<file path="src/hw/systolic_pkg.sv">
// systolic_pkg
// shared widths, step counts and types for the 4x4 signed byte
// matrix multiplier built as an output-stationary systolic array

`default_nettype none

package systolic_pkg;

    localparam int N_DIM     = 4;   // matrix dimension
    localparam int LANE_LEN  = 7;   // four data bytes plus three skew pads
    localparam int RUN_STEPS = 11;  // ten propagation steps plus one settle step

    // one signed matrix element
    typedef logic signed [7:0] operand_t;

    // one accumulated element of C
    typedef logic signed [31:0] acc_t;

    // packed operand matrix, row-major, element [0][0] in the top byte
    typedef logic [N_DIM*N_DIM*8-1:0] matrix_in_t;

    // packed result matrix, row-major, C[0][0] in the top word
    typedef logic [N_DIM*N_DIM*32-1:0] matrix_out_t;

    // contents of one skewing feeder, first byte out sits at the top
    typedef logic [LANE_LEN*8-1:0] lane_t;

    typedef logic [3:0] step_t;

    // controller states
    typedef enum logic [1:0] {
        IDLE,
        LOAD,
        RUN,
        DONE
    } ctrl_state_t;

endpackage

`default_nettype wire
</file>
<file path="src/hw/pe.sv">
// pe
// multiply-accumulate cell of the output-stationary mesh
// a moves right and b moves down through one register per hop,
// while the product of the incoming pair is added to the local sum

`default_nettype none
`timescale 1ns/1ps

module pe (
    input  logic                   clk,
    input  logic                   reset,
    input  logic                   clear_i,
    input  logic                   acc_en_i,
    input  systolic_pkg::operand_t a_i,
    input  systolic_pkg::operand_t b_i,
    output systolic_pkg::operand_t a_o,
    output systolic_pkg::operand_t b_o,
    output systolic_pkg::acc_t     acc_o
);

    logic signed [15:0] product;

    assign product = 16'(a_i) * 16'(b_i);  // full signed 8x8 product

    // operand forwarding to the right and lower neighbours
    always_ff @(posedge clk) begin
        if (clear_i) begin
            a_o <= '0;
            b_o <= '0;
        end else begin
            a_o <= a_i;
            b_o <= b_i;
        end
    end

    always_ff @(posedge clk or posedge reset) begin
        if (reset) begin
            acc_o <= '0;
        end else if (clear_i) begin
            acc_o <= '0;
        end else if (acc_en_i) begin
            acc_o <= acc_o + systolic_pkg::acc_t'(product);  // sign extended
        end
    end

endmodule

`default_nettype wire

</file>
<file path="config.mk">
export PLATFORM = sky130hd
export DESIGN_NAME = pe
export DESIGN_NICKNAME = d
export VERILOG_FILES = /design/src/hw/systolic_pkg.sv /design/src/hw/pe.sv
export SDC_FILE = /design/constraint.sdc
export NUM_CORES = 1
export LEC_CHECK = 0
export BUFFER_PORTS_ARGS = -buffer_cell sky130_fd_sc_hd__buf_2
export CORE_ASPECT_RATIO = 0.5
export CORE_MARGIN = 3
export CORE_UTILIZATION = 29
export DETAILED_ROUTE_END_ITERATION = 12
export SLEW_MARGIN = 20
export SYNTH_ARGS = -nofsm -noshare
export SYNTH_HDL_FRONTEND = slang
export SYNTH_SLANG_ARGS = --single-unit
</file>
<file path="constraint.sdc">
create_clock -name clk -period 7 [get_ports clk]
set_input_delay 0.35 -clock clk [delete_from_list [all_inputs] [get_ports clk]]
set_output_delay 0.35 -clock clk [all_outputs]
set_load 0.02 [all_outputs]
</file>
After elaboration in Yosys (flattened, before gate mapping)
Index checks and enable logic that the tools add are counted.
- register bits after elaboration: 48
- input port bits: 20
- word-level logic and storage cells: 8
- $add $sub $neg: 1
- $mul: 1
- muxes and demuxes: 2
- reduce and logical (&&, ||, !) cells: 1
- operators with widths (kind ; count):
    2-to-1 mux 32 bit ; 2
    adder 32 x 16 -> 32 bit ; 1
    multiplier 8 x 8 -> 16 bit ; 1
    nonzero test 2 bit ; 1

Longest topological paths before layout
Gate-level depths: netlist of the first run.
- word-level depth: 4
- mapped depth: 19
- mapped depth without buffers: 18

Least setup slack after synthesis of the first run
No wires, ideal clock.
- path kind: input port to flip-flop
- from: input b_i[0]
- to: register acc_o[30]
- data arrival time: 6.093 ns
- data required time: 6.876 ns
- path slack: 0.783 ns
- cell stages on the path: 17
- path buffers: 1
- cell sequence: clkbuf_1 -> and2_1 -> inv_1 -> fa_1 -> inv_1 -> fa_1 -> fa_1 -> fa_1 -> fa_1 -> ha_1 -> and3_1 -> a221o_1 -> a2111o_1 -> a21oi_1 -> nor3_1 -> mux2i_1 -> a211o_1
- longest elaborated chain between the ends: 4
- RTL lines (what ; RTL line ; text):
    from (decl) ; pe.sv:15 ; input systolic_pkg::operand_t b_i,
    multiplier 8 x 8 -> 16 bit ; pe.sv:23 ; assign product = 16'(a_i) * 16'(b_i);
    adder 32 x 16 -> 32 bit ; pe.sv:42 ; acc_o <= acc_o + systolic_pkg::acc_t'(product);
    2-to-1 mux 32 bit ; pe.sv:41 ; end else if (acc_en_i) begin
    2-to-1 mux 32 bit ; pe.sv:39 ; end else if (clear_i) begin
    to (signal assigned) ; pe.sv:42 ;
    to (decl) ; pe.sv:18 ; output systolic_pkg::acc_t acc_o
No other way between the ends. The select of a mux whose other input is x is not followed.
A chain may end at the register's enable or synchronous reset.

Worst setup path in the final report of the first run
- from: input b_i[2]
- to: register acc_o[30]
Same word-level chain as after synthesis.

==> metrics.md, run 1 <==
| Metric | Value |
|---|---|
| Status | finished, final reports clean |
| Rows | 40 |
| Die Y | ~120 um |
| Post-synth net total | about 930 |
| Routed wire length | between 15 and 20 mm |
| Vias per inst | 4.67 |
| GRT Overall Usage | between 10 and 15% |
| DRT iter0 DRCs | approximately 210 |
| DIE AREA | ~0.027 sq mm |
| Initial antenna violation count | 0 |
| Final Setup Violations | 0 |
| Vias in the first global route | 5840 |
| Port Buffers | 67 |
| Setup Skew | slightly below 0.01 ns |
| Gate Count Post-Synth | 699 |
| Synth-to-layout area growth | 12.0% |
| Headroom to the max-slew limit | a little under half |
| Syn Std Cell Area | 0.00718 sq mm |
| Total gr overflow | 0 |
| Share of layout cells above drive strength 1 | 11.8% |
| Slew Viols, Final | 0 |
| Synth async-reset ratio | roughly 67% |
| Starting Density | a little under 30% |
| Number of synthesized flops with an enable pin | 0 |
| Top cell by count, worst path | fa_1 |
| Placed inst area | 0.00791 sq mm |
| Register area share after synthesis | 15.6% |
| Avg Cell Area, Syn | around 10 sq um |
| Critical path's top delay family | adder cells |
| First-pass GRT wire length | around 30 mm |
| Num CTS Buffers | 5 |
| Hold slack | between 0.15 and 0.2 ns |
| Final instance area | between 0.008 and 0.009 sq mm |
| Via count | approximately 5100 |
| Worst-margin pin slew | 0.820 ns |
| Setup Fix Bufs, Post-CTS | 0 |
| Final period util | 81.2% |
| Synthesized flop and latch total | 48 |
| Leading cell type in the layout, fill and taps excluded | fa_1 |
| Synth cell types | 59 |
| CP max stage delay | just under 0.8 ns |
| Die Wd | between 200 and 250 um |
| Largest net degree at the start of global routing | between 50 and 60 |
| Synth Flop Type | dfrtp_1 |
| YS warnings | 0 |
| Worst Path Max Fanout | 13 |
| Largest cells by area after synthesis | fa_1 (38%), ha_1 (12%), dfrtp_1 (11%), inv_1 (5.1%), dfxtp_1 (4.5%) |
| Clock root buffer | clkbuf_16 |
| ANT nets after route | 0 |
| Share of the synthesized area in the top cell type | a little under two fifths |
| Max Cap Viol | 0 |
| Fin. Hold Viols | 0 |
| Clock input transition at the sequential cells of the worst setup and hold paths | around 0.080 ns |
| DRC viols | 0 |
| WP data arrival | 5.88 ns |
| # diodes | 0 |
| Largest area contributor in the netlist | fa_1 |
| Hold Crit Class | input pin to asynchronous set/reset pin |
| Detailed Routing Iterations Pass 1 | 4 |
| Core Box Area | ~0.024 sq mm |
| Startpoint types | input pin |
| IO Count | 68 |
| Max stage delay cell, worst path | fa_1 |
| H-Tree Depth | 2 |
| Fin crit period | ~5.7 ns |
| Resized cells post-CTS | 0 |
| Crit path required time | between 7 and 8 ns |
| Most frequent cells in the layout | fa_1 (136), inv_1 (98), ha_1 (70) |
| RSZ-0062 raised after global routing | false |
| Placer congestion estimate | a little under 0.9 |
| CTS Sinks | 48 |
| CTS tree | yes |
| Post-CTS Hold Buffers | 0 |
| Max Root-Sink Buffers | 2 |
| CP cell instances | buf_2 > nand2_1 > fa_1 > fa_1 > inv_1 > fa_1 > fa_1 > ha_1 > ha_1 > a21oi_1 > nand2_1 > a2111o_1 > a21oi_1 > nor3_1 > mux2i_1 > a211o_1 |
| Layout net count | between 900 and 1000 |
| Post-Route Setup TNS | 0 ns |
| Crit path capture type | flip-flop |
| Max frequency | about 180 MHz |
| Critical path class | input pin to flip-flop |
| Avg WL per Cell | roughly 16 um |
| Critical path buffers and inverters | 2 |
| Clock Latency Late Sink | 0.31 ns |
| Post-DP HPWL | approximately 14 mm |
==> cells by family (layout without fill, tap and decap cells) <==
group | count (synthesis) | count (layout) | share of synthesized area, %
adders and majority gates | 206 | 206 | 50.1
muxes | 17 | 17 | 2.37
buffers and inverters | 118 | 180 | 6.24
and+or+nand+nor | 194 | 194 | 13.9
AOI/OAI and AO/OA | 95 | 95 | 9.22
DFF | 48 | 48 | 15.6
xor gates and xnor gates | 21 | 21 | 2.56
==> tightest hold or removal path: stages <==
cell and delay, ns:
buf_2 0.09, inv_1 0.04, buf_4 0.43
==> per-layer routing <==
layer	track usage (%)	vias to the layer above	part of all wire, %
li1	-	2389	-
met1	17.7	2614	44
met2	25.5	98	51
met3	2.30	23	3.5
met4	4.07	0	1.5
met5	0	-	0
==> through the flow <==
| stage | worst slack (ns) | util [%] | std cells |
|---|---|---|---|
| after floorplan | 0.783 | - | 699 |
| after global placement | 1.11 | 32.7 | 1089 |
| after detailed placement | 0.951 | 32.7 | 1089 |
| after CTS | 1.30 | 33.3 | 1097 |
| after global routing | 1.00 | 33.3 | 1097 |
| final | 1.32 | 33.3 | 1097 |
==> layout make-up <==
cell class              count  area (sq um)
clock inverters             1          5.00
clock buffers               7           133
fillers                  2431         16100
inverters                  99           372
well taps                 336           420
multi-input cells         533          5610
flip-flops and latches     48          1120
repair buffers             73           380
==> Yosys cell counts, types with 3 or more instances <==
cell type and number:
fa_1 136, inv_1 98, ha_1 70, nand2_1 53
nor2_1 43, and2_1 33, dfrtp_1 32, a21oi_1 24
nor2b_1 18, mux2i_1 17, dfxtp_1 16, xnor2_1 15
clkbuf_1 13, a21o_1 11, o21ai_0 10, nand4_1 7
nand2b_1 6, nand3_1 6, xor2_1 6, a211oi_1 5
nor3_1 5, nor3b_1 5, o21bai_1 5, a211o_1 4
buf_2 4, o211ai_1 4, o21ai_1 4, nand3b_1 3
or3_1 3
==> path summary, 6_finish.rpt <==
| check | cells past startpoint | startpoint | slack [ns] | to |
|---|---|---|---|---|
| max in group asynchronous | 3 | reset | 6.49 | acc_o[9] |
| setup / recovery | 16 | b_i[2] | 1.32 | acc_o[30] |
| hold / removal | 3 | reset | 0.15 | acc_o[16] |
| min in group clk | 2 | b_i[6] | 0.37 | b_o[6] |
| setup reg to reg | 17 | acc_o[6] | 1.68 | acc_o[30] |
| hold reg to reg | 2 | acc_o[2] | 0.57 | acc_o[2] |
==> flip-flops by register name, indices dropped and copies added (netlist names) <==
signal  count
a_o         8
b_o         8
acc_o      32
Power of run 1 is left out: the tool's default activity adds up to more than one toggle a clock period on the data nets, which glitch-free logic cannot reach.
==> run 2, diff against run 1 <==
==> constraint.sdc (replaced) <==
create_clock -name clk -period 5.5 [get_ports clk]
set_input_delay 0.275 -clock clk [delete_from_list [all_inputs] [get_ports clk]]
set_output_delay 0.275 -clock clk [all_outputs]
set_load 0.02 [all_outputs]
==> run 2 against run 1 <==
  * Sequential share of layout area shrank 0.29 points
  * Via count increased by 2.3%
  * Register-to-register slack got worse by 1.4 ns
  * Wire length up 3.1%
  * Critical path depth rose by 2
  * Flip-flop and latch count did not move
==> metrics.md, run 2 (synthesis results as in run 1) <==
| Metric | Value |
|---|---|
| Detailed Routing Iterations Pass 1 | 5 (was 4) |
| Total gr overflow | 0 (unchanged) |
| ANT nets after route | 0 (unchanged) |
| Crit path required time | 5.69 ns (was 7.19 ns) |
| Vias per inst | 4.71 (was 4.67) |
| # diodes | 0 (unchanged) |
| Setup Fix Bufs, Post-CTS | 0 (unchanged) |
| Avg WL per Cell | 16.3 um (was 16.1 um) |
| Critical path class | flip-flop to flip-flop (was input pin to flip-flop) |
| Port Buffers | 67 (unchanged) |
| Post-Route Utilization | 34.0% (was 33.3%) |
| Placer congestion estimate | 0.866 (was 0.864) |
| Crit path capture type | flip-flop (unchanged) |
| Fin crit period | 5.24 ns |
| Post-Route Setup TNS | 0 ns (unchanged) |
| H-Tree Depth | 2 (unchanged) |
| Final period util | a little over nine tenths |
| Regs by FF count | acc_o (32), a_o (8), b_o (8) (unchanged) |
| Die Wd | 229 um (unchanged) |
| Worst-margin pin slew | 0.870 ns (was 0.820 ns) |
| Reg with most FFs | acc_o (unchanged) |
| Max reg flops | 32 (unchanged) |
| Critical path's top delay family | adder cells (unchanged) |
| Max frequency | ~190 MHz |
| Layout net count | 1002 (was 986) |
| GRT Overall Usage | 14.3% (was 14.1%) |
| Die Y | 117 um (unchanged) |
| Post-DP HPWL | 14.7 mm (was 14.3 mm) |
| Max stage delay cell, worst path | fa_1 (unchanged) |
| Initial antenna violation count | 0 (unchanged) |
| Clock Latency Late Sink | 0.31 ns (about the same) |
| Most frequent cells in the layout | fa_1 (136), inv_1 (98), ha_1 (70) (unchanged) |
| Share of layout cells above drive strength 1 | 13.9% (was 11.8%) |
| Largest net degree at the start of global routing | 56 (unchanged) |
| CTS tree | yes (unchanged) |
| Resized cells post-CTS | 0 (unchanged) |
| Fillers | 2444 (was 2431) |
| IO Count | 68 (unchanged) |
| DRC viols | 0 (unchanged) |
| Clock input transition at the sequential cells of the worst setup and hold paths | 0.08 ns (about the same) |
| Slew Viols, Final | 0 (unchanged) |
| Max Cap Viol | 0 (unchanged) |
| Critical path buffers and inverters | 4 (was 2) |
| CP cell instances | inv_1 > fa_1 > inv_1 > fa_1 > ha_1 > inv_1 > fa_1 > inv_1 > ha_1 > ha_1 > fa_1 > a21o_1 > a221o_1 > a2111o_1 > a21oi_1 > nor3_1 > mux2i_1 > a211o_1 (was buf_2 > nand2_1 > fa_1 > fa_1 > inv_1 > fa_1 > fa_1 > ha_1 > ha_1 > a21oi_1 > nand2_1 > a2111o_1 > a21oi_1 > nor3_1 > mux2i_1 > a211o_1) |
| Fin. Hold Viols | 0 (unchanged) |
| Final Setup Violations | 0 (unchanged) |
| Num CTS Buffers | 5 (unchanged) |
| Worst Path Max Fanout | 3 (was 13) |
| Post-CTS Hold Buffers | 0 (unchanged) |
| Leading cell type in the layout, fill and taps excluded | fa_1 (unchanged) |
| DIE AREA | 0.0268 sq mm (unchanged) |
| Hold Crit Class | input pin to asynchronous set/reset pin (unchanged) |
| Core Box Area | 0.0242 sq mm (unchanged) |
| Via count | 5240 (was 5124) |
| Rows | 40 (unchanged) |
| DRT iter0 DRCs | 272 (was 205) |
| Startpoint types | flip-flop (was input pin) |
| WP data arrival | 5.44 ns (was 5.88 ns) |
| First-pass GRT wire length | 30.1 mm (about the same) |
| CP max stage delay | 0.53 ns (was 0.78 ns) |
| Headroom to the max-slew limit | 41.8% (was 45.1%) |
| Starting Density | 29.7% (unchanged) |
| Routed wire length | 18.2 mm (was 17.6 mm) |
| CTS Sinks | 48 (unchanged) |
| Synth-to-layout area growth | 14.4% (was 12.0%) |
| Setup Skew | 0.0145 ns (was 0.00961 ns) |
| RSZ-0062 raised after global routing | false (unchanged) |
| Max Root-Sink Buffers | 2 (unchanged) |
| Clock root buffer | clkbuf_16 (unchanged) |
| Vias in the first global route | 5540 (was 5840) |
| Status | finished, final reports clean (unchanged) |
## run 2: changes by cell type in the layout (fill, tap and decap cells not counted)
cell and change:
and2_1 -1, and2_4 +1, buf_12 +2, buf_4 +14, bufinv_16 +1, clkbuf_1 -1
## run 2: worst paths after layout
path / slack (ns) / to / cells past startpoint / startpoint
worst max-delay path: 0.26 / acc_o[30] / 18 / acc_o[4]
worst min-delay path: 0.08 / acc_o[16] / 3 / reset
worst max register to register: 0.26 / acc_o[30] / 18 / acc_o[4]
min in group clk: 0.30 / b_o[6] / 2 / b_i[6]
worst min register to register: 0.55 / acc_o[3] / 2 / acc_o[3]
max in group asynchronous: 5.07 / acc_o[30] / 3 / reset
## run 2: metal layers
metal	vias to the layer above	GRT usage, %	share of wire, %
met5	-	0	0
li1	2427	-	-
met1	2709	18.1	45
met4	0	4.83	2.5
met3	22	2.13	2.7
met2	82	25.7	50
## run 2: worst register-to-register path, stage by stage, from the launching register on
cell	delay (ns)
dfrtp_1	0.38
inv_1	0.07
fa_1	0.53
inv_1	0.05
fa_1	0.45
ha_1	0.29
inv_1	0.05
fa_1	0.53
inv_1	0.05
ha_1	0.28
ha_1	0.24
fa_1	0.43
a21o_1	0.21
a221o_1	0.37
a2111o_1	0.43
a21oi_1	0.24
nor3_1	0.12
mux2i_1	0.14
a211o_1	0.27
## run 2: layout make-up
| type | instances | area, sq um | share of cell area [%] |
|---|---|---|---|
| clock buffer | 6 | 129 | 1.57 |
| multi-input combinational | 533 | 5620 | 68.3 |
| tap | 336 | 420 | 5.12 |
| timing repair buffer | 89 | 526 | 6.39 |
| clock inverter | 2 | 35.0 | 0.426 |
| sequential | 48 | 1120 | 13.6 |
| inverter | 99 | 372 | 4.52 |
## run 2: through the flow
step / worst slack, ns / cells / cell area, sq um / hold WS (ns)
after CTS: 0.227 / 1113 / 8220 / 0.0918
after detailed placement: 0.0460 / 1105 / 8050 / 0.434
after global routing: 0.0338 / 1113 / 8220 / 0.131
final: 0.257 / 1113 / 8220 / 0.0793
after floorplan: 0.0713 / 699 / 7180 / 0.391
after global placement: 0.166 / 1105 / 8050 / 0.424
Power of run 2 is left out for the same reason.
==> run 3, diff against run 2 <==
--- a/config.mk
+++ b/config.mk
@@ -5,6 +5,7 @@
 export SDC_FILE = /design/constraint.sdc
 export NUM_CORES = 1
 export LEC_CHECK = 0
+export ABC_AREA = 1
 export BUFFER_PORTS_ARGS = -buffer_cell sky130_fd_sc_hd__buf_2
 export CORE_ASPECT_RATIO = 0.5
 export CORE_MARGIN = 3
==> run 3 against run 2 <==
  * Register-to-register slack better by 0.63 ns
  * Non-clock buffer count down 10
  * Global-route usage increased by 0.88 points
  * Hold slack got worse by 0.013 ns
  * Core utilization fell by 0.057 points
  * Die area grew 8.9%
  * Flip-flop and latch count did not move
  * Via count grew 16%
  * Final cell count increased by 25%
  * Clock skew up 0.0035 ns
==> metrics.md, run 3 <==
| Metric | Value |
|---|---|
| Post-CTS Hold Buffers | 0 (unchanged) |
| Clock input transition at the sequential cells of the worst setup and hold paths | 0.09 ns (was 0.08 ns) |
| Max frequency | 207 MHz (was 191 MHz) |
| Resized cells post-CTS | 0 (unchanged) |
| Port Buffers | 67 (unchanged) |
| Post-synth net total | 1212 (was 925) |
| Headroom to the max-slew limit | 65.9% (was 41.8%) |
| Synth-to-layout area growth | 12.1% (was 14.4%) |
| H-Tree Depth | 2 (unchanged) |
| Setup Fix Bufs, Post-CTS | 0 (unchanged) |
| Max Cap Viol | 0 (unchanged) |
| Startpoint types | input pin (was flip-flop) |
| Fillers | 2680 (was 2444) |
| DRC viols | 0 (unchanged) |
| Critical R2R Launch | acc_o[6] (was acc_o[4]) |
| Avg WL per Cell | 14.8 um (was 16.3 um) |
| WP data arrival | 5.06 ns (was 5.44 ns) |
| Core Box Area | 0.0259 sq mm (was 0.0242 sq mm) |
| Clock root buffer | clkbuf_16 (unchanged) |
| Starting Density | 30.3% (was 29.7%) |
| Synth Flop Type | dfrtp_1 (unchanged) |
| Share of layout cells above drive strength 1 | 12.6% (was 13.9%) |
| Die Y | 122 um (was 117 um) |
| Initial antenna violation count | 0 (unchanged) |
| Worst R2R End | acc_o[16] (was acc_o[30]) |
| Largest net degree at the start of global routing | 33 (was 56) |
| Die Wd | 239 um (was 229 um) |
| Fin. Hold Viols | 0 (unchanged) |
| Most frequent cells in the layout | nand2_1 (285), inv_1 (203), fa_1 (136) (was fa_1 (136), inv_1 (98), ha_1 (70)) |
| Post-Route Setup TNS | 0 ns (unchanged) |
| Regs by FF count | acc_o (32), a_o (8), b_o (8) (unchanged) |
| Register area share after synthesis | 14.3% (was 15.6%) |
| Setup Skew | 0.0180 ns (was 0.0145 ns) |
| Gate Count Post-Synth | 986 (was 699) |
| Placer congestion estimate | 0.924 (was 0.866) |
| Syn Std Cell Area | 0.00785 sq mm (was 0.00718 sq mm) |
| Number of synthesized flops with an enable pin | 0 (unchanged) |
| Status | finished, final reports clean (unchanged) |
| YS warnings | 0 (unchanged) |
| Total gr overflow | 0 (unchanged) |
| # diodes | 0 (unchanged) |
| IO Count | 68 (unchanged) |
| CTS tree | yes (unchanged) |
| CTS Sinks | 48 (unchanged) |
| Largest area contributor in the netlist | fa_1 (unchanged) |
| Post-DP HPWL | 17.5 mm (was 14.7 mm) |
| Synth async-reset ratio | 66.7% (unchanged) |
| Reg-to-reg slack, setup | 0.89 ns (was 0.26 ns) |
| Largest cells by area after synthesis | fa_1 (35%), nand2_1 (14%), ha_1 (11%), dfrtp_1 (10%), inv_1 (9.7%) (was fa_1 (38%), ha_1 (12%), dfrtp_1 (11%), inv_1 (5.1%), dfxtp_1 (4.5%)) |
| Worst-margin pin slew | 0.512 ns (was 0.870 ns) |
| Max reg flops | 32 (unchanged) |
| Final Setup Violations | 0 (unchanged) |
| RSZ-0062 raised after global routing | false (unchanged) |
| DIE AREA | 0.0292 sq mm (was 0.0268 sq mm) |
| Num CTS Buffers | 5 (unchanged) |
| Via count | 6099 (was 5240) |
| Detailed Routing Iterations Pass 1 | 4 (was 5) |
| First-pass GRT wire length | 34.3 mm (was 30.1 mm) |
| Worst Path Max Fanout | 13 (was 3) |
| Vias in the first global route | 6378 (was 5540) |
| Share of the synthesized area in the top cell type | 34.7% (was 37.9%) |
| ANT nets after route | 0 (unchanged) |
| Most frequent cell after synthesis | nand2_1 (was fa_1) |
| Layout net count | 1277 (was 1002) |
| Clock Latency Late Sink | 0.33 ns (was 0.31 ns) |
| Fin crit period | 4.83 ns (was 5.24 ns) |
| Synthesized flop and latch total | 48 (unchanged) |
| Most frequent cells after synthesis | nand2_1 (285), inv_1 (203), fa_1 (136), ha_1 (70), nor2_1 (62) (was fa_1 (136), inv_1 (98), ha_1 (70), nand2_1 (53), nor2_1 (43)) |
| Vias per inst | 4.37 (was 4.71) |
| Crit path capture type | flip-flop (unchanged) |
| Hold Crit Class | input pin to asynchronous set/reset pin (unchanged) |
| Avg Cell Area, Syn | 7.96 sq um (was 10.3 sq um) |
| Max Root-Sink Buffers | 2 (unchanged) |
| Post-Route Utilization | 33.9% (was 34.0%) |
| R2R cell count | 18 (unchanged) |
| DRT iter0 DRCs | 323 (was 272) |
| Routed wire length | 20.6 mm (was 18.2 mm) |
| Slew Viols, Final | 0 (unchanged) |
| GRT Overall Usage | 15.2% (was 14.3%) |
| Leading cell type in the layout, fill and taps excluded | nand2_1 (was fa_1) |
| Critical path class | input pin to flip-flop (was flip-flop to flip-flop) |
| Reg with most FFs | acc_o (unchanged) |
| Crit path required time | 5.73 ns (was 5.69 ns) |
| Rows | 41 (was 40) |
| Synth cell types | 39 (was 59) |
| Final period util | 87.8% (was 95.3%) |
run 3: changes by cell type after synthesis, sizes merged, moves of 6 or more:
cell / change
a21o: -9
and2: -32
inv: +112
mux2i: -17
nand2: +247
nand2b: -6
nand3: +35
nor2: +28
nor2b: -18
o21ai: +7
xnor2: -12
run 3: cell families (layout without fill, tap and decap cells):
kind of cell	Yosys count	count (layout)	share of synthesized area (%)
AOI/OAI and AO/OA	59	59	4.29
DFF	48	48	14.3
buffers and inverters	232	298	11.2
xor gates and xnor gates	4	4	0.447
and+or+nand+nor	437	437	23.9
adders and majority gates	206	206	45.9
run 3: metal layers:
metal / vias up / global-route usage, % / wire length, um
met1: 2937 / 20.4 / 9780
met2: 76 / 25.3 / 9680
met3: 16 / 3.26 / 916
li1: 3070 / - / -
met4: 0 / 3.43 / 267
met5: - / 0 / 0
run 3: worst max path at each step:
stage	endpoint	cells past startpoint	slack [ns]	start
floorplan	acc_o[21]	21	0.42	b_i[0]
global placement	acc_o[25]	19	0.37	b_i[2]
detailed placement	acc_o[25]	19	0.31	a_i[7]
CTS	acc_o[25]	19	0.68	a_i[7]
global route	acc_o[29]	21	0.37	a_i[7]
finish	acc_o[30]	18	0.67	a_i[7]
run 3: metrics by stage:
stage / hold slack [ns] / std cells / setup slack, ns / area, sq um
2_1_floorplan: 0.391 / 986 / 0.417 / 7850
3_3_place_gp: 0.428 / 1388 / 0.372 / 8640
3_5_place_dp: 0.435 / 1388 / 0.312 / 8640
5_1_grt: 0.113 / 1396 / 0.368 / 8790
4_1_cts: 0.0759 / 1396 / 0.678 / 8790
6_report: 0.0662 / 1396 / 0.670 / 8790
run 3: cell type report:
class                           instances  area, sq um  share of cell area [%]
Multi-Input combinational cell        706         5850                    66.5
Sequential cell                        48         1120                    12.8
Inverter                              211          792                    9.01
Timing Repair Buffer                   79          450                    5.12
Tap cell                              344          430                    4.90
Clock buffer                            6          139                    1.58
Clock inverter                          2         12.5                   0.142
run 3: critical path, cell delays in order:
cell and delay (ns):
buf_2 0.20, nand2_1 0.18, fa_1 0.67, fa_1 0.62, inv_1 0.09, buf_4 0.28
fa_1 0.49, fa_1 0.44, ha_1 0.29, ha_1 0.38, a21oi_1 0.32, nor2_1 0.07
nor2_1 0.23, nand2_1 0.09, a21oi_1 0.16, nand3b_1 0.09, nand3_1 0.08, nand2_1 0.05
Power of run 3 is left out for the same reason.
